### src/hw/dcache_config.svh
//////////////////////////////////////////////////
// Cache geometry and bus widths, shared by RTL and testbench
//////////////////////////////////////////////////
`ifndef DCACHE_CONFIG_SVH
`define DCACHE_CONFIG_SVH

// Physical address width in bits
`define PA_BITS 16

// CPU word width
`define XLEN 32

// One cache line, four words
`define DCACHE_BLOCKLENINBITS 128

// Associativity, replacement is built for two
`define DCACHE_NUMWAYS 2

// Bytes per way, gives 16 sets
`define DCACHE_WAYSIZEINBYTES 256

`endif

### src/hw/dcachePkg.sv
//////////////////////////////////////////////////
// Derived cache geometry and the common data types
// Imported by every cache block and by the testbench
//////////////////////////////////////////////////
`include "dcache_config.svh"

package dcachePkg;

  // Raw geometry from the config header
  localparam int blockLen = `DCACHE_BLOCKLENINBITS;
  localparam int numWays = `DCACHE_NUMWAYS;

  // Address split: tag | index | word | byte
  localparam int numLines = `DCACHE_WAYSIZEINBYTES * 8 / blockLen;
  localparam int wordsPerLine = blockLen / `XLEN;
  localparam int offsetLen = $clog2(blockLen / 8);
  localparam int indexLen = $clog2(numLines);
  localparam int tagLen = `PA_BITS - offsetLen - indexLen;
  localparam int logWpl = $clog2(wordsPerLine);
  localparam int logXlenBytes = $clog2(`XLEN / 8);

  typedef logic [blockLen-1:0] lineT;
  typedef logic [`XLEN-1:0] wordT;
  typedef logic [tagLen-1:0] tagT;
  typedef logic [indexLen-1:0] indexT;

  // CPU command on MemRWM, bit 0 write and bit 1 read
  typedef enum logic [1:0] {
    opNone  = 2'b00,
    opWrite = 2'b01,
    opRead  = 2'b10
  } memOpT;

endpackage

### src/hw/cacheWayIf.sv
//////////////////////////////////////////////////
// Shared strobes and write data from the cache datapath to each way
//////////////////////////////////////////////////
`timescale 1ns/1ns

interface cacheWayIf import dcachePkg::*; ();

  // Addressing
  indexT rAdr;
  tagT pAdrTag;
  indexT flushAdr;

  // Array write path
  logic [wordsPerLine-1:0] wordEnable;
  logic blockWrite;
  lineT writeData;

  // Valid and dirty updates
  logic setValid;
  logic clearValid;
  logic setDirty;
  logic clearDirty;

  // Output steering for eviction and flush
  logic selEvict;
  logic selFlush;

  modport ctrl (
    output rAdr, pAdrTag, flushAdr, wordEnable, blockWrite, writeData,
    output setValid, clearValid, setDirty, clearDirty, selEvict, selFlush
  );

  modport way (
    input rAdr, pAdrTag, flushAdr, wordEnable, blockWrite, writeData,
    input setValid, clearValid, setDirty, clearDirty, selEvict, selFlush
  );

endinterface

### src/hw/cacheRam.sv
//////////////////////////////////////////////////
// Synchronous-read array with word write mask
// Holds tags or lines, chosen by the entry type
//////////////////////////////////////////////////
`timescale 1ns/1ns

module cacheRam import dcachePkg::*; #(
  parameter type entryT = lineT,
  parameter int depth = numLines,
  parameter int numWords = 1
) (
  input  logic                clk,
  input  logic                we,
  input  logic [numWords-1:0] wordEnable,
  input  indexT               rAdr,
  input  indexT               wAdr,
  input  entryT               wData,
  output entryT               rData
);

  localparam int wordBits = $bits(entryT) / numWords;

  entryT mem [depth];
  entryT merged;

  // Old entry with the enabled words replaced
  always_comb begin
    merged = mem[wAdr];
    for (int w = 0; w < numWords; w++) begin
      if (wordEnable[w]) begin
        merged[w*wordBits +: wordBits] = wData[w*wordBits +: wordBits];
      end
    end
  end

  // Write-first: a read of the entry being written sees the new value,
  // so a store followed by a load to the same set needs no stall
  always_ff @(posedge clk) begin
    if (we) begin
      mem[wAdr] <= merged;
    end
    if (we && (wAdr == rAdr)) begin
      rData <= merged;
    end else begin
      rData <= mem[rAdr];
    end
  end

endmodule

### src/hw/cacheWay.sv
//////////////////////////////////////////////////
// One cache way: tag and data arrays, valid and dirty flops,
// hit compare and AND-masked outputs for the OR tree in the top
//////////////////////////////////////////////////
`timescale 1ns/1ns

module cacheWay import dcachePkg::*; (
  input  logic         clk,
  input  logic         arstN,
  cacheWayIf.way       bus,
  input  logic         wayWrite,
  input  logic         vdWrite,
  input  logic         victimSel,
  input  logic         flushSel,
  output logic         wayHit,
  output lineT         readLineMasked,
  output tagT          victimTag,
  output logic         victimDirty
);

  indexT rAdrQ;
  indexT vdAdr;
  tagT tagQ;
  lineT lineQ;
  logic [numLines-1:0] validBits;
  logic [numLines-1:0] dirtyBits;
  logic valid;
  logic dirty;
  logic lineSel;
  logic tagSel;

  //////////////////////////////////////////////////
  // Arrays
  //////////////////////////////////////////////////

  // Tag only changes on a line fill
  cacheRam #(
    .entryT(tagT),
    .depth(numLines),
    .numWords(1)
  ) tagRam (
    .clk,
    .we(wayWrite & bus.blockWrite),
    .wordEnable(1'b1),
    .rAdr(bus.rAdr),
    .wAdr(rAdrQ),
    .wData(bus.pAdrTag),
    .rData(tagQ)
  );

  // Word store on hit, whole line on fill
  cacheRam #(
    .entryT(lineT),
    .depth(numLines),
    .numWords(wordsPerLine)
  ) dataRam (
    .clk,
    .we(wayWrite),
    .wordEnable(bus.wordEnable),
    .rAdr(bus.rAdr),
    .wAdr(rAdrQ),
    .wData(bus.writeData),
    .rData(lineQ)
  );

  // Index of the set now on the array outputs, also the write index
  always_ff @(posedge clk or negedge arstN) begin
    if (!arstN) begin
      rAdrQ <= '0;
    end else begin
      rAdrQ <= bus.rAdr;
    end
  end

  //////////////////////////////////////////////////
  // Valid and dirty
  //////////////////////////////////////////////////

  // Flush walks the flops by its own counter, no array latency
  assign vdAdr = bus.selFlush ? bus.flushAdr : rAdrQ;
  assign valid = validBits[vdAdr];
  assign dirty = dirtyBits[vdAdr];

  always_ff @(posedge clk or negedge arstN) begin
    if (!arstN) begin
      validBits <= '0;
      dirtyBits <= '0;
    end else if (wayWrite || vdWrite) begin
      if (bus.setValid) begin
        validBits[vdAdr] <= 1'b1;
      end else if (bus.clearValid) begin
        validBits[vdAdr] <= 1'b0;
      end
      if (bus.setDirty) begin
        dirtyBits[vdAdr] <= 1'b1;
      end else if (bus.clearDirty) begin
        dirtyBits[vdAdr] <= 1'b0;
      end
    end
  end

  // Hit and masked outputs
  assign wayHit = valid && (tagQ == bus.pAdrTag);

  // Line goes out on hit, on eviction of this way, or on its flush turn
  assign lineSel = bus.selFlush ? flushSel : (bus.selEvict ? victimSel : wayHit);
  assign tagSel = bus.selFlush ? flushSel : victimSel;

  assign readLineMasked = lineSel ? lineQ : '0;
  assign victimTag = tagSel ? tagQ : '0;
  assign victimDirty = tagSel && valid && dirty;

endmodule

### src/flat_wrapper.sv
// flat-port wrapper written by rule: the top's interface ports become plain ports
module cacheWay_flat import dcachePkg::*;
  (clk, arstN, wayWrite, vdWrite, victimSel, flushSel, wayHit, readLineMasked, victimTag, victimDirty, bus_rAdr, bus_pAdrTag, bus_flushAdr, bus_wordEnable, bus_blockWrite, bus_writeData, bus_setValid, bus_clearValid, bus_setDirty, bus_clearDirty, bus_selEvict, bus_selFlush);
  cacheWayIf bus_i ();
  input  logic clk;
  input  logic arstN;
  input  logic wayWrite;
  input  logic vdWrite;
  input  logic victimSel;
  input  logic flushSel;
  output logic wayHit;
  output lineT readLineMasked;
  output tagT victimTag;
  output logic victimDirty;
  input wire logic [$bits(bus_i.rAdr)-1:0] bus_rAdr;
  input wire logic [$bits(bus_i.pAdrTag)-1:0] bus_pAdrTag;
  input wire logic [$bits(bus_i.flushAdr)-1:0] bus_flushAdr;
  input wire logic [$bits(bus_i.wordEnable)-1:0] bus_wordEnable;
  input wire logic [$bits(bus_i.blockWrite)-1:0] bus_blockWrite;
  input wire logic [$bits(bus_i.writeData)-1:0] bus_writeData;
  input wire logic [$bits(bus_i.setValid)-1:0] bus_setValid;
  input wire logic [$bits(bus_i.clearValid)-1:0] bus_clearValid;
  input wire logic [$bits(bus_i.setDirty)-1:0] bus_setDirty;
  input wire logic [$bits(bus_i.clearDirty)-1:0] bus_clearDirty;
  input wire logic [$bits(bus_i.selEvict)-1:0] bus_selEvict;
  input wire logic [$bits(bus_i.selFlush)-1:0] bus_selFlush;
  assign bus_i.rAdr = bus_rAdr;
  assign bus_i.pAdrTag = bus_pAdrTag;
  assign bus_i.flushAdr = bus_flushAdr;
  assign bus_i.wordEnable = bus_wordEnable;
  assign bus_i.blockWrite = bus_blockWrite;
  assign bus_i.writeData = bus_writeData;
  assign bus_i.setValid = bus_setValid;
  assign bus_i.clearValid = bus_clearValid;
  assign bus_i.setDirty = bus_setDirty;
  assign bus_i.clearDirty = bus_clearDirty;
  assign bus_i.selEvict = bus_selEvict;
  assign bus_i.selFlush = bus_selFlush;
  cacheWay u_core (.clk(clk), .arstN(arstN), .bus(bus_i), .wayWrite(wayWrite), .vdWrite(vdWrite), .victimSel(victimSel), .flushSel(flushSel), .wayHit(wayHit), .readLineMasked(readLineMasked), .victimTag(victimTag), .victimDirty(victimDirty));
endmodule
### config.mk
export PLATFORM = sky130hd
export DESIGN_NAME = cacheWay_flat
export DESIGN_NICKNAME = d
export VERILOG_FILES = /design/src/hw/dcachePkg.sv /design/src/hw/cacheWayIf.sv /design/src/hw/cacheRam.sv /design/src/hw/cacheWay.sv /design/src/flat_wrapper.sv
export VERILOG_INCLUDE_DIRS = /design/src /design/src/hw
export SDC_FILE = /design/constraint.sdc
export NUM_CORES = 2
export LEC_CHECK = 0
export ABC_CLOCK_PERIOD_IN_PS = 15600
export BUFFER_PORTS_ARGS = -buffer_cell sky130_fd_sc_hd__clkbuf_2
export CAP_MARGIN = 20
export CORE_ASPECT_RATIO = 1.1
export CORE_MARGIN = 2
export CORE_UTILIZATION = 45
export DETAILED_ROUTE_END_ITERATION = 8
export PLACE_DENSITY_LB_ADDON = 0.15
export REMOVE_ABC_BUFFERS = 1
export SYNTH_ARGS = -nofsm -noshare
export SYNTH_HDL_FRONTEND = slang
export SYNTH_SLANG_ARGS = --single-unit
### constraint.sdc
create_clock -name clk -period 15.6 [get_ports clk]
set_input_delay 1.56 -clock clk [delete_from_list [all_inputs] [get_ports clk]]
set_output_delay 1.56 -clock clk [all_outputs]
set_load 0.02 [all_outputs]
==> flow_metrics.py <==
metrics = {
    "run_status": {
        "status": "finished, final reports clean",
    },
    "worst_hold_path": {
        "hold_path_class": "reg2reg",
        "hold_depth": 1,
    },
    "critical_path": {
        "crit_required_ns": 14.04,
        "critPathKind": "reg2out",
        "r2r-end": "u_core.dataRam.mem[2][88]",
        "cp.arrival_ns": 6.26,
        "cp_num_buf_inv": 5,
        "r2r_slack_ns": 9.69,
        "crit_path_end_kind": "output pin",
        "critical_path.cell_chain": "buf_4, buf_12, buf_4, buf_12, mux4_2, mux4_2, nor2b_1, clkbuf_2",
        "crit_fanout": 99,
        "start_kind": "flop",
        "cp_slowest_stage_delay_ns": 0.78,
        "r2r_cells": 7,
        "timing.rr.start": "u_core.rAdrQ[1]",
        "cpMaxStageDelayCell": "buf_4",
        "cp_top_family": "buffers and inverters",
    },
    "yosys": {
        "avgSynthCellArea_um2": 22.6,
        "synth_cell_type_count": 59,
        "ys_ff_latch": 2216,
        "synth_warnings": 0,
        "synthesis.area_mm2": 0.102,
        "synth_edf_count": 2176,
        "synthTopCellsByCount": "2176 x edfxtp_1, 1263 x mux4_2, 204 x clkbuf_1",
        "synth_area_leaders": "edfxtp_1 64%, mux4_2 28%, mux2_2 1.8%",
        "yosysSeqAreaShare_pct": 65.1,
        "yosysTopAreaCellShare_pct": 64.1,
        "postSynthCellCount": 4509,
        "synth_ff_type": "edfxtp_1",
        "synth_top_cell_by_area": "edfxtp_1",
        "synth-async-reset-ratio_pct": 1.62,
        "yosysMostFrequentCell": "edfxtp_1",
    },
    "global_routing": {
        "grt_antenna_before_repair": 26,
        "first_global_vias": 54300,
        "grt_max_degree": 129,
        "grt_pass1_wl_mm": 395,
        "gr-total-overflow": 0,
        "grt.total_usage_pct": 24.1,
    },
    "cells_and_area": {
        "drive_gt1_share_pct": 44.8,
        "syn2layout_area_growth_pct": 11.9,
        "nets": 4955,
        "stdcell_count": 7952,
    },
    "sta": {
        "layout_min_cycle_time_ns": 7.82,
        "tns_ns": 0,
        "max_slew_margin_pct": 25.4,
        "fmax_ghz": 0.128,
        "grt_setup_unrepaired": "no",
        "layout_worst_path_cycle_share_pct": 50.1,
        "maxSlewViolCount": 0,
        "max_slew.worst_pin.slew_ns": 1.12,
        "hold_slack_ns": 0.507,
        "fin_worst_skew_ns": 0.0350,
        "setup_violations": 0,
        "hold_viol_final": 0,
    },
    "power": {
        "cellLeakagePower_nw": 35.6,
        "p_per_area_mw_per_mm2": 117,
        "switchingPower_mw": 3.04,
        "seqPwrFrac_pct": 50.8,
        "ir_worst_vdd_uv": 108,
        "power_frac_comb_pct": 9.0,
        "switching_share_pct": 22.7,
        "p_int_mw": 10.4,
        "p_clk_share_pct": 40.2,
    },
    "routing": {
        "m1WireLength_mm": 114,
        "drt-initial-drc-count": 5682,
        "met2_length_mm": 136,
        "top_layer": "met5",
        "vias": 51684,
        "wl_per_cell_um": 34.7,
        "wirelength_mm": 276,
        "wl_met3_mm": 17.9,
        "drcViolationCount": 0,
        "antenna_left": 0,
        "first_pass_iters": 5,
        "post_drt_via_cell_ratio": 6.50,
    },
    "clock_network": {
        "cts_hold_buffers": 0,
        "cts_tree": "done",
        "root_buffer": "clkbuf_16",
        "cts_buffer_depth": 3,
        "cts_resized": 0,
        "h-tree-depth": 4,
        "post_cts.repair.setup_buffers": 0,
        "cts_made_buffers": 228,
        "clk_latency_ns": 0.87,
        "clk_pin_slew_ns": 0.06,
        "clkSinkCount": 2216,
    },
    "place": {
        "routabilityCongestion": 0.768,
        "io_buffers": 298,
        "place_inst": 7519,
        "place_hpwl_mm": 142,
    },
    "floorplanning": {
        "core_area_mm2": 0.226,
        "rows": 183,
        "die-area_mm2": 0.230,
        "chipHeight_um": 503,
        "fp.dieW_um": 458,
        "start_util_pct": 45.2,
        "pin_count": 299,
    },
    "flow_run": {
        "maxCapViolations": 0,
    },
}
## through the flow
stage	power (mW)	util [%]	cell area, um^2	worst slack [ns]
6_report	13.4	50.6	114000	7.78
5_1_grt	13.8	50.6	114000	7.15
4_1_cts	13.5	50.6	114000	7.38
3_5_place_dp	8.16	47.3	107000	8.31
3_3_place_gp	8.14	47.3	107000	8.37
2_1_floorplan	8.24	-	100000	-14.38
## power groups by stage
stage	combinational (mW)	sequential, mW	clock, mW
2_1_floorplan	1.21	7.03	0
3_3_place_gp	1.21	6.93	0
3_5_place_dp	1.22	6.94	0
4_1_cts	1.23	6.81	5.50
5_1_grt	1.29	6.82	5.71
6_report	1.20	6.81	5.39
## logic make-up after synthesis
kind of cell	count (synthesis)	share of synthesized area (%)
AOI/OAI and AO/OA	137	1.24
xor gates and xnor gates	10	0.0859
buffers and inverters	366	1.64
DFF	2216	65.1
muxes	1503	30.5
and+or+nand+nor	277	1.49
## worst reg2reg max path: cells and delay by family (launching register included)
family	cells	cell delay, ns
buf+inv	4	3.25
mux	3	1.38
flops	1	0.97
## cell usage in the layout, fill, tap and decap left out, types with 5 or more instances in the layout
cell,synthesis,routed
a211oi_1,47,47
nand2b_1,11,11
xnor2_1,5,5
nand3b_1,5,5
diode_2,0,7
bufinv_16,0,22
mux4_2,1263,1263
dfrtp_1,36,32
clkbuf_1,204,52
buf_4,23,90
nor2_4,0,16
edfxtp_1,2176,2176
buf_6,18,6
inv_6,0,7
nor2_1,59,43
xor2_1,5,5
nor2b_1,141,141
nand2_1,33,33
clkinv_2,0,42
a211oi_2,47,47
o22ai_1,8,8
mux2i_1,73,73
clkbuf_16,0,234
clkbuf_2,0,294
mux2_2,166,166
buf_12,0,19
clkinv_1,1,54
inv_1,10,10
nor3_1,9,9
## layout make-up
class	instances	area, um^2
fillers	17688	111000
flip-flops and latches	2216	66400
multi-input cells	1927	34100
clock buffers	286	6050
well taps	2960	3700
repair buffers	410	2600
clock inverters	135	1250
inverters	11	48.8
diodes	7	17.5
## worst max-delay path by stage
stage | startpoint | end | slack, ns | depth (start not counted)
floorplan | flop | readLineMasked[126] | -14.38 | 7
CTS | flop | readLineMasked[123] | 7.38 | 8
finish | flop | readLineMasked[113] | 7.78 | 8
global placement | flop | readLineMasked[123] | 8.37 | 8
detailed placement | bus_selFlush | readLineMasked[73] | 8.31 | 11
global route | flop | readLineMasked[96] | 7.15 | 8
## state kept, by name (all words and copies together), names as in the netlist, named ones only
| register | cells |
|---|---|
| u_core.dataRam.mem | 2048 |
| u_core.tagRam.mem | 128 |
| u_core.rAdrQ | 4 |
## metal layers
metal / global-route usage, % / up-vias
met2: 39.1 / 2003
met5: 0 / -
li1: - / 20606
met1: 33.9 / 28664
met3: 3.73 / 395
met4: 7.40 / 16
Power figures use the tool's default switching activity.
