`src/hw/dcache_config.svh`:
```
//////////////////////////////////////////////////
// Cache geometry and bus widths, shared by RTL and testbench
//////////////////////////////////////////////////
`ifndef DCACHE_CONFIG_SVH
`define DCACHE_CONFIG_SVH

// Physical address width in bits
`define PA_BITS 16

// CPU word width
`define XLEN 32

// One cache line, four words
`define DCACHE_BLOCKLENINBITS 128

// Associativity, replacement is built for two
`define DCACHE_NUMWAYS 2

// Bytes per way, gives 16 sets
`define DCACHE_WAYSIZEINBYTES 256

`endif

```
`src/hw/dcachePkg.sv`:
```
//////////////////////////////////////////////////
// Derived cache geometry and the common data types
// Imported by every cache block and by the testbench
//////////////////////////////////////////////////
`include "dcache_config.svh"

package dcachePkg;

  // Raw geometry from the config header
  localparam int blockLen = `DCACHE_BLOCKLENINBITS;
  localparam int numWays = `DCACHE_NUMWAYS;

  // Address split: tag | index | word | byte
  localparam int numLines = `DCACHE_WAYSIZEINBYTES * 8 / blockLen;
  localparam int wordsPerLine = blockLen / `XLEN;
  localparam int offsetLen = $clog2(blockLen / 8);
  localparam int indexLen = $clog2(numLines);
  localparam int tagLen = `PA_BITS - offsetLen - indexLen;
  localparam int logWpl = $clog2(wordsPerLine);
  localparam int logXlenBytes = $clog2(`XLEN / 8);

  typedef logic [blockLen-1:0] lineT;
  typedef logic [`XLEN-1:0] wordT;
  typedef logic [tagLen-1:0] tagT;
  typedef logic [indexLen-1:0] indexT;

  // CPU command on MemRWM, bit 0 write and bit 1 read
  typedef enum logic [1:0] {
    opNone  = 2'b00,
    opWrite = 2'b01,
    opRead  = 2'b10
  } memOpT;

endpackage

```
`src/hw/lruPolicy.sv`:
```
//////////////////////////////////////////////////
// Two-way LRU, one bit per set naming the way to replace
//////////////////////////////////////////////////
`timescale 1ns/1ns

module lruPolicy import dcachePkg::*; (
  input  logic               clk,
  input  logic               arstN,
  input  logic [numWays-1:0] wayHit,
  input  logic               fillWrite,
  input  logic               lruWrite,
  input  indexT              index,
  output logic [numWays-1:0] victimWay
);

  // Bit set means way 1 is least recently used
  logic [numLines-1:0] lruBits;
  logic lruSet;

  assign lruSet = lruBits[index];

  // One-hot victim
  assign victimWay = {lruSet, ~lruSet};

  always_ff @(posedge clk or negedge arstN) begin
    if (!arstN) begin
      lruBits <= '0;
    end else if (lruWrite) begin
      if (fillWrite) begin
        // Filled way becomes most recent, the other one ages
        lruBits[index] <= ~lruSet;
      end else if (|wayHit) begin
        // Hit on way 0 leaves way 1 as the old one
        lruBits[index] <= wayHit[0];
      end
    end
  end

endmodule

```
`config.mk`:
```
export PLATFORM = sky130hd
export DESIGN_NAME = lruPolicy
export DESIGN_NICKNAME = d
export VERILOG_FILES = /design/src/hw/dcachePkg.sv /design/src/hw/lruPolicy.sv
export VERILOG_INCLUDE_DIRS = /design/src /design/src/hw
export SDC_FILE = /design/constraint.sdc
export NUM_CORES = 1
export LEC_CHECK = 0
export ABC_CLOCK_PERIOD_IN_PS = 2400
export BUFFER_PORTS_ARGS = -buffer_cell sky130_fd_sc_hd__buf_4
export CAP_MARGIN = 15
export CORE_MARGIN = 1.5
export CORE_UTILIZATION = 56
export DETAILED_ROUTE_END_ITERATION = 10
export PLACE_DENSITY_LB_ADDON = 0.05
export SETUP_SLACK_MARGIN = 0.02
export SYNTH_ARGS = -nofsm -noshare
export SYNTH_HDL_FRONTEND = slang
export SYNTH_SLANG_ARGS = --single-unit
```
`constraint.sdc`:
```
create_clock -name clk -period 2.4 [get_ports clk]
set_input_delay 0.48 -clock clk [delete_from_list [all_inputs] [get_ports clk]]
set_output_delay 0.48 -clock clk [all_outputs]
set_load 0.01 [all_outputs]
```
==> insert_results.sql, run 1 <==
INSERT INTO impl_metrics (metric_group, metric, value, unit) VALUES
('floorplan', 'dieArea', '0.00201', 'sq mm'),
('yosys', 'post_synth_instance_area', '982', 'sq um'),
('sta', 'worst-slew-pin-transition', '0.524', 'ns'),
('floorplan', 'std_cell_rows', '14', ''),
('yosys', 'ys_types', '25', ''),
('worst_setup_path', 'critPathLaunch', 'index[0]', ''),
('sta', 'period_needed', '2.23', 'ns'),
('worst_setup_path', 'worst_ep_required_time', '1.92', 'ns'),
('floorplan', 'initial_utilization', '62.3', '%'),
('sta', 'max_freq', '449', 'MHz'),
('clocking', 'cts.repair_timing.setup_buffer_count', '0', ''),
('cells_and_area', 'largest_register_ffs', '16', ''),
('grt', 'first_pass_grt_wire_length', '3.36', 'mm'),
('sta', 'fin_hold_ws', '0.0295', 'ns'),
('placed_design', 'count_of_input_and_output_buffers', '11', ''),
('floorplan', 'die_h', '44.9', 'um'),
('yosys', 'post_synth_top_flop', 'sky130_fd_sc_hd__dfrtp_1', ''),
('sta', 'layout_worst_path_cycle_share', '92.8', '%'),
('grt', 'grt_pass1_vias', '776', ''),
('cells_and_area', 'register_with_the_most_flip_flops', 'lruBits', ''),
('grt', 'top_usage_layer', 'met2', ''),
('routing', 'drtAntennaViolNets', '0', ''),
('routing', 'remaining_drc_errors', '0', ''),
('worst_setup_path', 'crit_path_max_fanout', '11', ''),
('sta', 'timing.max_slew.rel_slack', '64.9', '%'),
('sta', 'report.final.setup_viol', '0', ''),
('cells_and_area', 'layout_common_cells', 'sky130_fd_sc_hd__o21ai_0 (16), sky130_fd_sc_hd__dfrtp_1 (16), sky130_fd_sc_hd__buf_4 (11)', ''),
('worst_setup_path', 'worstReg2RegStart', 'lruBits[15]$_DFFE_PN0P_', ''),
('worst_setup_path', 'cp.arrival', '1.75', 'ns'),
('pwr', 'seq_power_share', '50.2', '%'),
('pwr', 'netSwitchingFraction', '32.1', '%'),
('yosys', 'synth_seq_area_share', '40.8', '%'),
('yosys', 'synth-adder-area-share', '0', '%'),
('clocking', 'cts_tree', 'yes', ''),
('pwr', 'power_switching', '0.000237', 'W'),
('grt', 'grt_use_met2', '41.2', '%'),
('sta', 'hold_viol_final', '0', ''),
('clocking', 'clk_pin_slew_worst_paths', '0.09', 'ns'),
('pwr', 'ir_worst_vdd', '0.394', 'mV'),
('grt', 'gr-usage-all-layers', '23.2', '%'),
('yosys', 'synth-simple-area-share', '12.5', '%'),
('pwr', 'total_power_consumption', '0.000739', 'W'),
('clocking', 'numCtsBuffers', '3', ''),
('cells_and_area', 'antenna-diode-count', '0', ''),
('worst_setup_path', 'endpoint_kind', 'primary output', ''),
('sta', 'fin_worst_skew', '0.00495', 'ns'),
('yosys', 'ys_seq_elements', '16', ''),
('outcome', 'status', 'complete, no violations', ''),
('yosys', 'proportion_of_synthesized_area_in_mux_cells', '10.4', '%'),
('yosys', 'synth_compound_area_share', '30.2', '%'),
('clocking', 'worst_skew_pair.late_latency', '0.29', 'ns'),
('routing', 'detail_route.iter0.violations', '19', ''),
('grt', 'antenna_found_initial', '0', ''),
('clocking', 'post_cts_resized', '0', ''),
('cells_and_area', 'layout-drive-gt1-share', '26.8', '%'),
('floorplan', 'io_pins', '12', ''),
('grt', 'grt_util_met1', '28.0', '%'),
('routing', 'detail_route.vias_per_cell', '6.67', ''),
('yosys', 'synthArstFlopShare', '100', '%'),
('yosys', 'syn_nets', '102', ''),
('clocking', 'cts_root_buf', 'sky130_fd_sc_hd__clkbuf_4', ''),
('cells_and_area', 'n_fill_cell', '136', ''),
('cells_and_area', 'syn_to_final_growth', '6.62', '%'),
('placed_design', 'detailed_placer_s_ending_hpwl', '1.42', 'mm'),
('grt', 'overflow', '0', ''),
('worst_setup_path', 'timing.setup.critical_path_class', 'input pin to primary output', ''),
('pwr', 'cellInternalPower', '0.000502', 'W'),
('clocking', 'clock_path_buffers', '2', ''),
('routing', 'detail_route.wl_per_cell', '17.5', 'um'),
('pwr', 'power.density_cell_area', '706', 'mW/mm^2'),
('clocking', 'clock_sink_count', '16', '');
area by class of cell:
class                      count  area [sq um]  share of cell area (%)
multi-input combinational     67           522                    49.8
sequential                    16           400                    38.2
clock buffer                   3          22.5                    2.15
tap                           16          20.0                    1.91
timing repair buffer          11          82.6                    7.89
critical path, stage by stage:
cell and delay (ns):
sky130_fd_sc_hd__buf_4 0.17, sky130_fd_sc_hd__mux2i_1 0.13, sky130_fd_sc_hd__a22o_1 0.27, sky130_fd_sc_hd__or2_2 0.29
sky130_fd_sc_hd__mux2_2 0.27, sky130_fd_sc_hd__buf_4 0.14
cell usage after synthesis (2+ instances only):
cell,instances,area share [%]
sky130_fd_sc_hd__dfrtp_1,16,41
sky130_fd_sc_hd__o21ai_0,16,8.2
sky130_fd_sc_hd__o31ai_1,9,6.9
sky130_fd_sc_hd__mux2i_1,8,8.2
sky130_fd_sc_hd__o41ai_1,6,5.4
sky130_fd_sc_hd__clkbuf_1,4,1.5
sky130_fd_sc_hd__nand2_1,4,1.5
sky130_fd_sc_hd__buf_4,3,2.3
sky130_fd_sc_hd__nand2b_1,3,1.9
sky130_fd_sc_hd__buf_6,2,2.3
sky130_fd_sc_hd__mux2_2,2,2.3
sky130_fd_sc_hd__nand3_1,2,1.0
sky130_fd_sc_hd__nor2_1,2,0.76
sky130_fd_sc_hd__nor2b_1,2,1.3
sky130_fd_sc_hd__o41ai_2,2,3.3
sky130_fd_sc_hd__or2_2,2,1.3
per-layer routing:
layer | vias to the layer above | share of wire (%)
met5 | - | 0
met4 | 0 | 1.3
met3 | 3 | 4.9
met2 | 21 | 47
met1 | 361 | 47
li1 | 369 | -
worst paths after layout:
path                                      endpoint  slack [ns]  cells past startpoint
min in group clk           lruBits[12]$_DFFE_PN0P_        0.53                      2
min                         lruBits[6]$_DFFE_PN0P_        0.03                      1
max in group asynchronous  lruBits[10]$_DFFE_PN0P_        2.18                      1
max reg2reg                 lruBits[2]$_DFFE_PN0P_        0.91                      4
max                                   victimWay[0]        0.17                      6
min reg2reg                lruBits[12]$_DFFE_PN0P_        0.53                      2
power groups by stage:
stage	combinational, W	clock [W]	sequential (W)
floorplan	0.000178	0	0.000363
global placement	0.000213	0	0.000375
detailed placement	0.000223	0	0.000376
CTS	0.000225	0.000146	0.000370
global route	0.000252	0.000154	0.000376
finish	0.000225	0.000143	0.000371
cell families (layout without fill, tap and decap cells):
group / count (synthesis) / after routing
AOI/OAI and AO/OA: 38 / 38
and+or+nand+nor: 19 / 19
DFF: 16 / 16
muxes: 10 / 10
buffers and inverters: 9 / 14
per-stage QoR:
step	instance area, sq um	instances	worst slack [ns]
after floorplan	982	92	0.370
after global placement	1020	110	0.204
after detailed placement	1020	110	0.173
after CTS	1050	113	0.171
after global routing	1050	113	0.141
final	1050	113	0.172
(Power assumes the default switching activity.)
==> run 2, diff against run 1 <==
CORE_UTILIZATION = 35   (was 56)
==> run 2 against run 1 <==
Wire length up 8.6%. Core utilization decreased by 27 points. Non-clock buffer count unchanged. Cell count up 13%. Cell area rose by 1.8%. Setup slack got worse by 0.0089 ns. Clock-buffer cell count stayed put. Sequential share of layout area shrank 0.67 points. Via count is 1.7% higher. Sequential cell count unchanged. Power fell by 0.90%. Global-route usage shrank 7.6 points. Largest cell class unchanged.
==> insert_results.sql, run 2 (synthesized netlist as in run 1, its figures left out) <==
INSERT INTO impl_metrics (metric_group, metric, value, unit) VALUES
('sta', 'maxSlewViolCount', '0', ''),
('cells_and_area', 'multi_input_area', '522', 'sq um'),
('grt', 'antenna_found_initial', '0', ''),
('placed_design', 'count_of_input_and_output_buffers', '11', ''),
('routing', 'drtPass1Iterations', '4', ''),
('worst_setup_path', 'startpoint_type_of_the_worst_setup_path', 'input pin', ''),
('sta', 'hold_viol_final', '0', ''),
('min_path', 'hp-class', 'input pin to async pin', ''),
('cells_and_area', 'post-route-cell-area', '0.00107', 'sq mm'),
('routing', 'totalWireLength', '2.15', 'mm'),
('routing', 'detail_route.iter0.violations', '44', ''),
('routing', 'drtAntennaViolNets', '0', ''),
('sta', 'rsz0062_at_grt', 'no', ''),
('floorplan', 'floorplan.core_area', '0.00271', 'sq mm'),
('routing', 'detail_route.wl_per_cell', '16.8', 'um'),
('placed_design', 'detailed_placer_s_ending_hpwl', '1.53', 'mm'),
('clocking', 'clock_path_buffers', '2', ''),
('cells_and_area', 'layout-drive-gt1-share', '26.8', '%'),
('clocking', 'cts.repair_timing.setup_buffer_count', '0', ''),
('placed_design', 'place_congestion', '0.733', ''),
('grt', 'pin_count_of_the_biggest_net_entering_global_routing', '17', ''),
('worst_setup_path', 'worst_ep_required_time', '1.92', 'ns'),
('cells_and_area', 'antenna-diode-count', '0', ''),
('sta', 'worst-slew-pin-transition', '0.561', 'ns'),
('job', 'cap_violations', '0', ''),
('placed_design', 'placed_cell_area', '0.00104', 'sq mm'),
('cells_and_area', 'register_with_the_most_flip_flops', 'lruBits', ''),
('sta', 'fin_worst_skew', '0.00753', 'ns'),
('pwr', 'ir_worst_vdd', '0.310', 'mV'),
('routing', 'remaining_drc_errors', '0', ''),
('clocking', 'post_cts_resized', '0', ''),
('cells_and_area', 'postLayoutCoreUtil', '39.3', '%'),
('floorplan', 'io_pins', '12', ''),
('clocking', 'clk_pin_slew_worst_paths', '0.10', 'ns'),
('floorplan', 'std_cell_rows', '19', ''),
('clocking', 'cts_tree', 'yes', ''),
('sta', 'fin_hold_ws', '0.0402', 'ns'),
('sta', 'max_freq', '447', 'MHz'),
('cells_and_area', 'layout.nets', '109', ''),
('worst_setup_path', 'timing.setup.critical_path_class', 'input pin to primary output', ''),
('cells_and_area', 'layout_common_cells', 'sky130_fd_sc_hd__o21ai_0 (16), sky130_fd_sc_hd__dfrtp_1 (16), sky130_fd_sc_hd__buf_4 (11)', ''),
('worst_setup_path', 'endpoint_kind', 'primary output', ''),
('clocking', 'post_cts_hold_buffer_count', '0', ''),
('cells_and_area', 'biggestRegsByFlops', 'lruBits: 16 flops', ''),
('routing', 'detail_route.vias_per_cell', '5.99', ''),
('sta', 'fin_setup_tns', '0', 'ns'),
('floorplan', 'die_h', '56.0', 'um'),
('cells_and_area', 'largest_register_ffs', '16', ''),
('sta', 'report.final.setup_viol', '0', ''),
('sta', 'period_needed', '2.24', 'ns'),
('outcome', 'status', 'complete, no violations', ''),
('worst_setup_path', 'cp.arrival', '1.76', 'ns'),
('grt', 'grt_pass1_vias', '766', ''),
('worst_setup_path', 'crit_path_max_fanout', '11', ''),
('sta', 'timing.max_slew.rel_slack', '62.4', '%'),
('pwr', 'power.density_cell_area', '687', 'mW/mm^2'),
('floorplan', 'fp.dieW', '56.0', 'um'),
('grt', 'first_pass_grt_wire_length', '3.77', 'mm'),
('floorplan', 'initial_utilization', '36.2', '%'),
('cells_and_area', 'regArea', '400', 'sq um'),
('clocking', 'clock_tree.htree_level_count', '1', ''),
('clocking', 'worst_skew_pair.late_latency', '0.28', 'ns'),
('pwr', 'leakage', '0.437', 'nW'),
('cells_and_area', 'syn_to_final_growth', '8.53', '%'),
('routing', 'routed-via-count', '767', ''),
('clocking', 'cts_root_buf', 'sky130_fd_sc_hd__clkbuf_4', ''),
('worst_setup_path', 'worstReg2RegStart', 'lruBits[15]$_DFFE_PN0P_', ''),
('cells_and_area', 'n_fill_cell', '280', ''),
('sta', 'layout_worst_path_cycle_share', '93.2', '%'),
('clocking', 'clock_sink_count', '16', ''),
('clocking', 'numCtsBuffers', '3', ''),
('floorplan', 'dieArea', '0.00313', 'sq mm'),
('grt', 'gr-usage-all-layers', '15.6', '%'),
('worst_setup_path', 'critPathLaunch', 'index[0]', ''),
('grt', 'overflow', '0', '');
## run 2: cell counts in the layout (fill, tap and decap cells not counted)
Identical to the previous run, type by type.
## run 2: path summary, 6_finish.rpt
| kind | to | cells after the start | slack (ns) |
|---|---|---|---|
| worst max-delay path | victimWay[0] | 6 | 0.16 |
| worst min-delay path | lruBits[3]$_DFFE_PN0P_ | 1 | 0.04 |
| worst max register to register | lruBits[9]$_DFFE_PN0P_ | 4 | 0.86 |
| worst min register to register | lruBits[14]$_DFFE_PN0P_ | 2 | 0.52 |
| max in group asynchronous | lruBits[9]$_DFFE_PN0P_ | 1 | 2.17 |
| min in group clk | lruBits[14]$_DFFE_PN0P_ | 2 | 0.52 |
## run 2: final cells by class
cell class / instances / area share, %
Timing Repair Buffer: 11 / 7.75
Sequential cell: 16 / 37.6
Multi-Input combinational cell: 67 / 48.9
Tap cell: 31 / 3.64
Clock buffer: 3 / 2.11
## run 2: per-stage QoR
step | total power (W) | worst slack [ns] | cells
2_1_floorplan | 0.000541 | 0.370 | 92
3_3_place_gp | 0.000598 | 0.189 | 125
3_5_place_dp | 0.000599 | 0.170 | 125
4_1_cts | 0.000743 | 0.160 | 128
5_1_grt | 0.000789 | 0.140 | 128
6_report | 0.000732 | 0.163 | 128
## run 2: critical path, cell delays in order
cell	delay, ns
sky130_fd_sc_hd__buf_4	0.17
sky130_fd_sc_hd__mux2i_1	0.14
sky130_fd_sc_hd__a22o_1	0.27
sky130_fd_sc_hd__or2_2	0.29
sky130_fd_sc_hd__mux2_2	0.26
sky130_fd_sc_hd__buf_4	0.14
## run 2: metal layers
layer	vias up	share of wire (%)	wire (um)	track usage (%)
met1	377	50	1060	21.9
met5	-	0	0	0
met2	24	43	924	22.0
li1	364	-	-	-
met3	2	6.7	143	3.72
met4	0	0.79	17	8.50
## run 2: power breakdown
group / switching (W) / internal [W] / total [W]
registers: 0.0000307 / 0.000336 / 0.000367
logic: 0.000118 / 0.000107 / 0.000225
clock network: 0.0000823 / 0.0000582 / 0.000140
