## config.mk

```make
export PLATFORM = sky130hd
export DESIGN_NAME = dcacheFsm
export DESIGN_NICKNAME = d
export VERILOG_FILES = /design/src/hw/dcachePkg.sv /design/src/hw/dcacheFsm.sv
export VERILOG_INCLUDE_DIRS = /design/src /design/src/hw
export SDC_FILE = /design/constraint.sdc
export NUM_CORES = 1
export LEC_CHECK = 0
export BUFFER_PORTS_ARGS = -buffer_cell sky130_fd_sc_hd__buf_2
export CAP_MARGIN = 20
export CORE_AREA = 2 2 39 41
export DETAILED_ROUTE_END_ITERATION = 8
export DIE_AREA = 0 0 41 43
export PLACE_DENSITY = 0.78
export SLEW_MARGIN = 20
export SYNTH_ARGS = -nofsm -noshare
export SYNTH_HDL_FRONTEND = slang
export SYNTH_SLANG_ARGS = --single-unit
```

## constraint.sdc

```tcl
create_clock -name clk -period 3.2 [get_ports clk]
set_input_delay 0.32 -clock clk [delete_from_list [all_inputs] [get_ports clk]]
set_output_delay 0.32 -clock clk [all_outputs]
set_load 0.01 [all_outputs]
```

## src/hw/dcache_config.svh

```systemverilog
//////////////////////////////////////////////////
// Cache geometry and bus widths, shared by RTL and testbench
//////////////////////////////////////////////////
`ifndef DCACHE_CONFIG_SVH
`define DCACHE_CONFIG_SVH

// Physical address width in bits
`define PA_BITS 16

// CPU word width
`define XLEN 32

// One cache line, four words
`define DCACHE_BLOCKLENINBITS 128

// Associativity, replacement is built for two
`define DCACHE_NUMWAYS 2

// Bytes per way, gives 16 sets
`define DCACHE_WAYSIZEINBYTES 256

`endif

```

## src/hw/dcachePkg.sv

```systemverilog
//////////////////////////////////////////////////
// Derived cache geometry and the common data types
// Imported by every cache block and by the testbench
//////////////////////////////////////////////////
`include "dcache_config.svh"

package dcachePkg;

  // Raw geometry from the config header
  localparam int blockLen = `DCACHE_BLOCKLENINBITS;
  localparam int numWays = `DCACHE_NUMWAYS;

  // Address split: tag | index | word | byte
  localparam int numLines = `DCACHE_WAYSIZEINBYTES * 8 / blockLen;
  localparam int wordsPerLine = blockLen / `XLEN;
  localparam int offsetLen = $clog2(blockLen / 8);
  localparam int indexLen = $clog2(numLines);
  localparam int tagLen = `PA_BITS - offsetLen - indexLen;
  localparam int logWpl = $clog2(wordsPerLine);
  localparam int logXlenBytes = $clog2(`XLEN / 8);

  typedef logic [blockLen-1:0] lineT;
  typedef logic [`XLEN-1:0] wordT;
  typedef logic [tagLen-1:0] tagT;
  typedef logic [indexLen-1:0] indexT;

  // CPU command on MemRWM, bit 0 write and bit 1 read
  typedef enum logic [1:0] {
    opNone  = 2'b00,
    opWrite = 2'b01,
    opRead  = 2'b10
  } memOpT;

endpackage

```

## src/hw/dcacheFsm.sv

```systemverilog
//////////////////////////////////////////////////
// Cache controller: hit, miss, write-back, fill and flush
// Drives stall and bus levels plus the array strobes
//////////////////////////////////////////////////
`timescale 1ns/1ns

module dcacheFsm import dcachePkg::*; (
  input  logic       clk,
  input  logic       arstN,
  input  memOpT      MemRWM,
  input  logic       FlushDCacheM,
  input  logic       DCacheBusAck,
  input  logic       cacheHit,
  input  logic       victimDirty,
  input  logic       flushDone,
  output logic       DCacheStall,
  output logic       DCacheMiss,
  output logic       DCacheAccess,
  output logic       DCacheCommittedM,
  output logic       DCacheFetchLine,
  output logic       DCacheWriteLine,
  output logic [1:0] selAdr,
  output logic       setValid,
  output logic       clearValid,
  output logic       setDirty,
  output logic       clearDirty,
  output logic       wordWrite,
  output logic       blockWrite,
  output logic       selEvict,
  output logic       selFlush,
  output logic       flushAdrCntEn,
  output logic       flushWayCntEn,
  output logic       flushCntRst,
  output logic       vdWrite,
  output logic       lruWrite
);

  // Index sources for the arrays
  localparam logic [1:0] adrNext = 2'd0;
  localparam logic [1:0] adrMiss = 2'd1;
  localparam logic [1:0] adrFlush = 2'd2;

  typedef enum logic [3:0] {
    stReady,
    stWriteBack,
    stFetch,
    stFill,
    stReplay,
    stFlushCheck,
    stFlushWriteBack,
    stFlushAdvance,
    stDone
  } stateT;

  stateT state;
  stateT nextState;

  always_ff @(posedge clk or negedge arstN) begin
    if (!arstN) begin
      state <= stReady;
    end else begin
      state <= nextState;
    end
  end

  //////////////////////////////////////////////////
  // Next state and outputs
  //////////////////////////////////////////////////
  always_comb begin
    nextState = state;
    DCacheStall = 1'b0;
    DCacheMiss = 1'b0;
    DCacheAccess = 1'b0;
    DCacheFetchLine = 1'b0;
    DCacheWriteLine = 1'b0;
    selAdr = adrNext;
    setValid = 1'b0;
    clearValid = 1'b0;
    setDirty = 1'b0;
    clearDirty = 1'b0;
    wordWrite = 1'b0;
    blockWrite = 1'b0;
    selEvict = 1'b0;
    selFlush = 1'b0;
    flushAdrCntEn = 1'b0;
    flushWayCntEn = 1'b0;
    flushCntRst = 1'b0;
    vdWrite = 1'b0;
    lruWrite = 1'b0;

    unique case (state)
      stReady: begin
        // Counters parked at set 0, way 0 between flushes
        flushCntRst = 1'b1;
        if (FlushDCacheM) begin
          DCacheStall = 1'b1;
          selAdr = adrFlush;
          nextState = stFlushCheck;
        end else if (MemRWM != opNone) begin
          DCacheAccess = 1'b1;
          if (cacheHit) begin
            // Zero-cycle hit, store lands at the next edge
            lruWrite = 1'b1;
            if (MemRWM == opWrite) begin
              wordWrite = 1'b1;
              setDirty = 1'b1;
            end
          end else begin
            // Stall now and keep the missing set on the array outputs
            DCacheMiss = 1'b1;
            DCacheStall = 1'b1;
            selAdr = adrMiss;
            nextState = victimDirty ? stWriteBack : stFetch;
          end
        end
      end

      // Victim line and address held until acknowledge
      stWriteBack: begin
        DCacheStall = 1'b1;
        DCacheWriteLine = 1'b1;
        selEvict = 1'b1;
        selAdr = adrMiss;
        if (DCacheBusAck) begin
          nextState = stFetch;
        end
      end

      stFetch: begin
        DCacheStall = 1'b1;
        DCacheFetchLine = 1'b1;
        selAdr = adrMiss;
        if (DCacheBusAck) begin
          // Line and tag written into the victim way, which stays
          // invalid until the fill cycle
          blockWrite = 1'b1;
          clearValid = 1'b1;
          nextState = stFill;
        end
      end

      stFill: begin
        // Victim marked valid and clean, LRU moves to the other way
        DCacheStall = 1'b1;
        selAdr = adrMiss;
        setValid = 1'b1;
        clearDirty = 1'b1;
        vdWrite = 1'b1;
        lruWrite = 1'b1;
        nextState = stReplay;
      end

      stReplay: begin
        // Set reread with the new line, access completes as a hit
        if (MemRWM == opWrite) begin
          wordWrite = 1'b1;
          setDirty = 1'b1;
        end
        nextState = stReady;
      end

      //////////////////////////////////////////////////
      // Flush walk over every set and way
      //////////////////////////////////////////////////
      stFlushCheck: begin
        DCacheStall = 1'b1;
        selFlush = 1'b1;
        selAdr = adrFlush;
        nextState = victimDirty ? stFlushWriteBack : stFlushAdvance;
      end

      stFlushWriteBack: begin
        DCacheStall = 1'b1;
        DCacheWriteLine = 1'b1;
        selFlush = 1'b1;
        selAdr = adrFlush;
        if (DCacheBusAck) begin
          // Line clean again, valid left alone
          clearDirty = 1'b1;
          vdWrite = 1'b1;
          nextState = stFlushAdvance;
        end
      end

      stFlushAdvance: begin
        DCacheStall = 1'b1;
        selFlush = 1'b1;
        selAdr = adrFlush;
        flushWayCntEn = 1'b1;
        flushAdrCntEn = 1'b1;
        nextState = flushDone ? stDone : stFlushCheck;
      end

      // Stall low for one cycle to retire the flush
      stDone: begin
        flushCntRst = 1'b1;
        nextState = stReady;
      end

      default: begin
        nextState = stReady;
      end
    endcase
  end

  // High while the bus sequence for this access is under way
  assign DCacheCommittedM = (state == stWriteBack) || (state == stFetch) ||
                            (state == stFill) || (state == stReplay);

endmodule

```

==> results of run 1 <==
## cell usage after synthesis (3+ instances only)
cell / number
nor2_1: 9
nand2_1: 6
buf_4: 4
buf_6: 4
dfrtp_1: 4
nor3_1: 4
a21oi_1: 3
mux2i_1: 3
nand2b_1: 3
## logic make-up after synthesis
logic type | Yosys count
flops | 4
buf+inv | 13
compound gates | 17
simple gates | 34
xor+xnor | 1
mux | 4
## worst reg2reg max path: stages (launching register included)
cell and delay, ns:
dfrtp_1 0.56, nor3_4 0.35, nand2_4 0.10, o221ai_2 0.21, o32ai_2 0.11
## final timing paths
check / to / cells past startpoint / slack, ns / startpoint
min: state[3] / 2 / 0.33 / flushDone
max reg2reg: state[1] / 4 / 1.71 / state[0]
min in group asynchronous: state[0] / 2 / 0.42 / arstN
max in group asynchronous: state[1] / 2 / 2.66 / arstN
max: clearDirty / 4 / 1.20 / state[2]
min reg2reg: state[2] / 1 / 0.89 / state[0]
## layout by cell type, fill, tap and decap left out, types with 2 or more instances in the layout
cell type	n
nor3_1	4
nor2_1	9
and2_1	2
nand2_1	6
o21bai_1	2
nand2b_1	3
buf_2	29
clkbuf_4	3
a21oi_1	3
inv_1	2
a211oi_1	2
mux2i_1	3
dfrtp_1	4
o21ai_0	2
## layout make-up
class / count / area [µm²]
clock buffers: 3 / 22.5
fillers: 149 / 692
inverters: 2 / 7.51
multi-input cells: 56 / 387
flip-flops and latches: 4 / 100
well taps: 16 / 20.0
repair buffers: 30 / 155
## power breakdown
group	internal (mW)	switching [mW]	total, mW
logic	0.227	0.223	0.449
registers	0.0708	0.103	0.174
clock network	0.0421	0.0225	0.0646
## through the flow
stage / instance area (µm²) / util, %
2_1_floorplan: 583 / -
4_1_cts: 692 / 50.0
3_3_place_gp: 659 / 47.6
5_1_grt: 692 / 50.0
6_report: 692 / 50.0
3_5_place_dp: 659 / 47.6
## layer usage
metal  up-vias  GRT usage (%)  wire length (µm)
li1        300              -                 -
met1       263           19.0               517
met2        11           30.6               743
met3         0           3.14                44
met4         0           8.67                 0
met5         -              0                 0
==> impl_summary.txt, run 1 <==
----------------------------------------------------
[CTS]
  Clock latency on the worst-skew pair ... 0.24 ns
  Level count of the clock H-tree ... 1
  Post-CTS Setup Bufs ... 0
  CTS clk-pin slew, worst paths ... 0.04 ns
  Resized Gates After CTS ... 0
  Buffer levels on the longest clock path ... 2
  Clock tree sinks ... 4
  CTS tree ... done
  Total clock buffers created by CTS ... 3
  Library cell used as clock root buffer ... clkbuf_4
  Quantity of hold-fixing buffers added after cts ... 1

[Pwr]
  Power density normalized to cell area ... 994 nW/µm²
  Worst IR Drop VDD ... 0.514 mV
  Standby leakage power ... 0.348 nW
  Tot Pwr ... 0.688 mW

[Floorplan]
  Core footprint ... 1380 µm²
  Cell Rows ... 14
  Number of top-level design ports ... 30
  Initial Util ... 42.1%
  Floorplan die width ... 41 µm
  Height of the die ... 43 µm
  Die area ... 1760 µm²

[Finish]
  Register with the most flip-flops ... state
  Largest register FFs ... 4
  Final Net Count ... 106
  Post-layout instance count excluding filler cells ... 111
  Area delta synth->final ... 18.7%
  Largest registers ... state (4)
  Antenna diode count ... 0
  Fraction of final layout cells sized beyond drive strength 1 ... 43.2%

[Setup path]
  Kind of end point of the critical path ... primary output
  Sum of buffers and inverters on the critical path ... 1
  Top delay family on crit path ... flip-flops
  Max stage delay on crit path ... 0.73 ns
  Critical path's slowest cell ... dfrtp_1
  Arrival time at the worst endpoint ... 1.68 ns
  Kind of start point of the critical path ... flop
  Critical-path maximum fanout ... 21
  Required time of the critical path ... 2.88 ns
  CP cell instances ... nand2_1 -> mux2_2 -> nor3b_2 -> buf_2
  Type of the setup path with the least slack ... reg2out

[Yosys]
  Sequential share of the synthesized area ... 17.2%
  Xor-xnor portion of the synthesized cell area ... 1.50%
  Number of flops mapped to enable cells by yosys ... 0
  Compound-Gate Fraction of Synth Area ... 21.9%
  Proportion of register bits with asynchronous set or reset after synthesis ... 100%
  Per-instance average area after synthesis ... 7.99 µm²
  Total of warnings raised by yosys ... 0
  Number of flip-flops and latches in the synthesized netlist ... 4
  Number of instances in the synthesized netlist ... 73
  Net count after synthesis ... 82
  Synthesized cell area ... 583 µm²
  Dominant register cell in the synthesized netlist ... dfrtp_1
  Area fraction of the dominant cell type after synthesis ... 17.2%
  Largest cells by area after synthesis ... dfrtp_1 (17%), buf_6 (7.7%), nor2_1 (5.8%), mux2i_1 (5.2%), buf_4 (5.2%)
  Synthesized-area fraction occupied by adder cells ... 0%
  Number of distinct standard cells referenced by the synthesized netlist ... 36
  Largest family of logic cells by synthesized area ... simple AND/OR/NAND/NOR gates
  Share of synthesized cell area in and, or, nand and nor gates ... 35.8%
  Mux share of post-synthesis cell area ... 7.08%
  Largest area contributor in the netlist ... dfrtp_1

[Detailed routing]
  # DRC ... 0
  Wire length after detailed routing ... 1.31 mm
  DR WL/cell ... 11.8 µm
  Initial drt markers ... 4
  First drt pass iteration count ... 3
  Via count ... 574
  Average via count per standard cell ... 5.17
  Detail Route Antenna Nets ... 0

[Global route]
  Total track usage ... 17.7%
  Final global-route overflow total ... 0
  Number of antenna violations at the first check in global routing ... 0
  Pin count of the biggest net entering global routing ... 22
  Global-route wire length before repair ... 2.15 mm
  Via count of the first global-routing pass ... 541

[STA]
  Max-slew headroom at the worst pin ... 58.1%
  Setup repair after global routing missed its margin ... no
  Setup tns final ... 0 ns
  Min setup slack post-route ... 1.20 ns
  Upper clock frequency limit ... 501 MHz
  Final hold slack ... 0.329 ns
  Number of setup violations in the final report ... 0
  Number of pins exceeding their max-slew limit in the final report ... 0
  Clock tree skew after final layout ... 0.000717 ns
  Ratio of final minimum period to clock period ... 62.4%
  Final Hold Fails ... 0
  Actual slew at the worst max-slew pin ... 0.629 ns
  Fin crit period ... 2.00 ns

[Status]
  Status ... finished clean

[Placed design]
  Setup Slack @ Placement ... 1.44 ns
  Routability congestion estimate ... 0.745
  DP HPWL ... 1.01 mm
  Placed cell count ... 107
  Input/output buffers ... 29

[Flow run]
  Max-Cap Viols ... 0

[Hold path]
  Classification of the worst-slack hold path ... in2reg

----------------------------------------------------
Note: power is estimated with default switching activity, not from simulation.
==> run 2: changes to the inputs <==
- CORE_AREA: 2 2 39 41 -> unset
- CORE_UTILIZATION: unset -> 43
- DIE_AREA: 0 0 41 43 -> unset
- PLACE_DENSITY: 0.78 -> 0.76
- clock period: 3.2 -> 2 ns (I/O delays scaled with it)
==> impl_summary.txt, run 2 (same netlist as run 1, synthesis figures left out) <==
----------------------------------------------------
[Detailed routing]
  DR WL/cell ... 11.7 µm (-0.15%)
  Initial drt markers ... 12 (+8)
  Via count ... 604 (+5.2%)
  Detail Route Antenna Nets ... 0 (unchanged)
  First drt pass iteration count ... 4 (+1)
  # DRC ... 0 (unchanged)
  Wire length after detailed routing ... 1.30 mm (-0.15%)
  Average via count per standard cell ... 5.44 (+5.2%)

[Global route]
  Final global-route overflow total ... 0 (unchanged)
  Total track usage ... 19.7% (+2.0 points)
  Number of antenna violations at the first check in global routing ... 0 (unchanged)
  Pin count of the biggest net entering global routing ... 18 (-18%)
  Via count of the first global-routing pass ... 460 (-15%)
  Global-route wire length before repair ... 1.97 mm (-8.6%)

[Hold path]
  Classification of the worst-slack hold path ... in2reg
  Startpoint of the most critical hold path ... flushDone
  Hold Path Depth ... 2 (unchanged)
  Worst hold endpoint ... state[3]

[STA]
  Upper clock frequency limit ... 543 MHz
  Final Hold Fails ... 0 (unchanged)
  Max-slew headroom at the worst pin ... 62.9% (+4.8 points)
  Fin crit period ... 1.84 ns
  Number of pins exceeding their max-slew limit in the final report ... 0 (unchanged)
  Setup repair after global routing missed its margin ... no
  Number of setup violations in the final report ... 0 (unchanged)
  Clock tree skew after final layout ... 0.000944 ns (+0.000227 ns)
  Setup tns final ... 0 ns (unchanged)
  Ratio of final minimum period to clock period ... 92.1%
  Actual slew at the worst max-slew pin ... 0.556 ns (-0.0727 ns)

[Pwr]
  Tot Pwr ... 1.12 mW (+63%)
  Power density normalized to cell area ... 1590 nW/µm² (+60%)
  Standby leakage power ... 0.358 nW (+3.0%)
  Worst IR Drop VDD ... 0.823 mV (+60%)

[Finish]
  Commonest non-fill, non-tap cell in the layout ... buf_2
  Register with the most flip-flops ... state
  Highest-count cells in the layout ignoring fill and taps ... buf_2 (29), nor2_1 (9), nand2_1 (6)
  Largest register FFs ... 4 (unchanged)
  Final Net Count ... 108 (+1.9%)
  Antenna diode count ... 0 (unchanged)
  Storage element area ... 100 µm² (unchanged)
  Area delta synth->final ... 20.8%
  Fraction of final layout cells sized beyond drive strength 1 ... 44.3% (+1.2 points)
  Largest registers ... state (4)
  Fill cell total of the finished layout ... 121 (-19%)
  Area of the multi-input gates ... 387 µm² (unchanged)

[Floorplan]
  Die area ... 1510 µm² (-14%)
  Initial Util ... 49.2% (+7.0 points)
  Floorplan die width ... 38.8 µm (-5.3%)
  Number of top-level design ports ... 30 (unchanged)
  Core footprint ... 1190 µm² (-14%)
  Height of the die ... 38.8 µm (-9.7%)
  Cell Rows ... 12 (-2)

[Setup path]
  Sum of buffers and inverters on the critical path ... 1 (unchanged)
  Type of the setup path with the least slack ... reg2out
  Max stage delay on crit path ... 0.68 ns (-0.05 ns)
  Critical R2R Capture ... state[1]
  Arrival time at the worst endpoint ... 1.64 ns (-0.04 ns)
  Critical path's slowest cell ... dfrtp_1
  Kind of end point of the critical path ... primary output
  Required time of the critical path ... 1.80 ns (-1.08 ns)
  Worst reg-to-reg path cell count ... 5 (+1)
  Critical-path maximum fanout ... 16 (-24%)
  Top delay family on crit path ... flip-flops
  Critical R2R Launch ... state[2]
  CP cell instances ... mux2_2 -> nor3b_2 -> buf_2
  Slack of the worst reg-to-reg path ... 0.45 ns (-1.26 ns)
  Kind of start point of the critical path ... flop
  Origin of the worst setup path ... state[0]

[Placed design]
  DP HPWL ... 957 µm (-5.3%)
  Routability congestion estimate ... 0.787 (+5.5%)
  Input/output buffers ... 29 (unchanged)

[CTS]
  Buffer levels on the longest clock path ... 2 (unchanged)
  CTS tree ... done
  Total clock buffers created by CTS ... 3 (unchanged)
  CTS clk-pin slew, worst paths ... 0.04 ns (about the same)
  Clock tree sinks ... 4 (unchanged)
  Level count of the clock H-tree ... 1 (unchanged)
  Clock latency on the worst-skew pair ... 0.24 ns (about the same)
  Library cell used as clock root buffer ... clkbuf_4
  Resized Gates After CTS ... 0 (unchanged)

[Status]
  Status ... finished clean

[Flow run]
  Max-Cap Viols ... 0 (unchanged)

----------------------------------------------------
run 2: timing repair:
action / in CTS / in global routing
hold buffers: 1 / 0
endpoints found under the hold margin: 4 / 0
buffers inserted: 0 / 0
run 2: power breakdown:
part	internal (mW)	switching [mW]	total, mW
registers	0.114	0.154	0.268
logic	0.378	0.371	0.749
clock network	0.0674	0.0374	0.105
run 2: cell type report:
cell class	instances	share of cell area [%]
inverters	2	1.07
repair buffers	32	24.2
well taps	14	2.49
clock buffers	3	3.20
flip-flops and latches	4	14.2
multi-input cells	56	54.9
run 2: worst max-delay path by stage:
stage,cells after the start,endpoint
after floorplan,4,clearValid
final,3,clearDirty
after detailed placement,3,clearDirty
after CTS,3,clearDirty
after global routing,4,clearDirty
after global placement,3,vdWrite
run 2: routing by layer:
layer / vias up / GRT usage (%) / wire length, µm
met4: 0 / 7.76 / 24
met1: 272 / 22.8 / 577
li1: 304 / - / -
met3: 4 / 6.94 / 88
met2: 24 / 32.5 / 614
met5: - / 0 / 0
run 2: through the flow:
step	hold WS [ns]	cells	util (%)	worst slack [ns]	area, µm²
final	0.201	111	59.4	0.158	704
after detailed placement	0.00688	107	56.6	0.408	672
after global placement	0.00663	107	56.6	0.445	672
after CTS	0.194	111	59.4	0.146	704
after floorplan	-0.0956	73	-	0.346	583
after global routing	0.208	111	59.4	0.0365	704
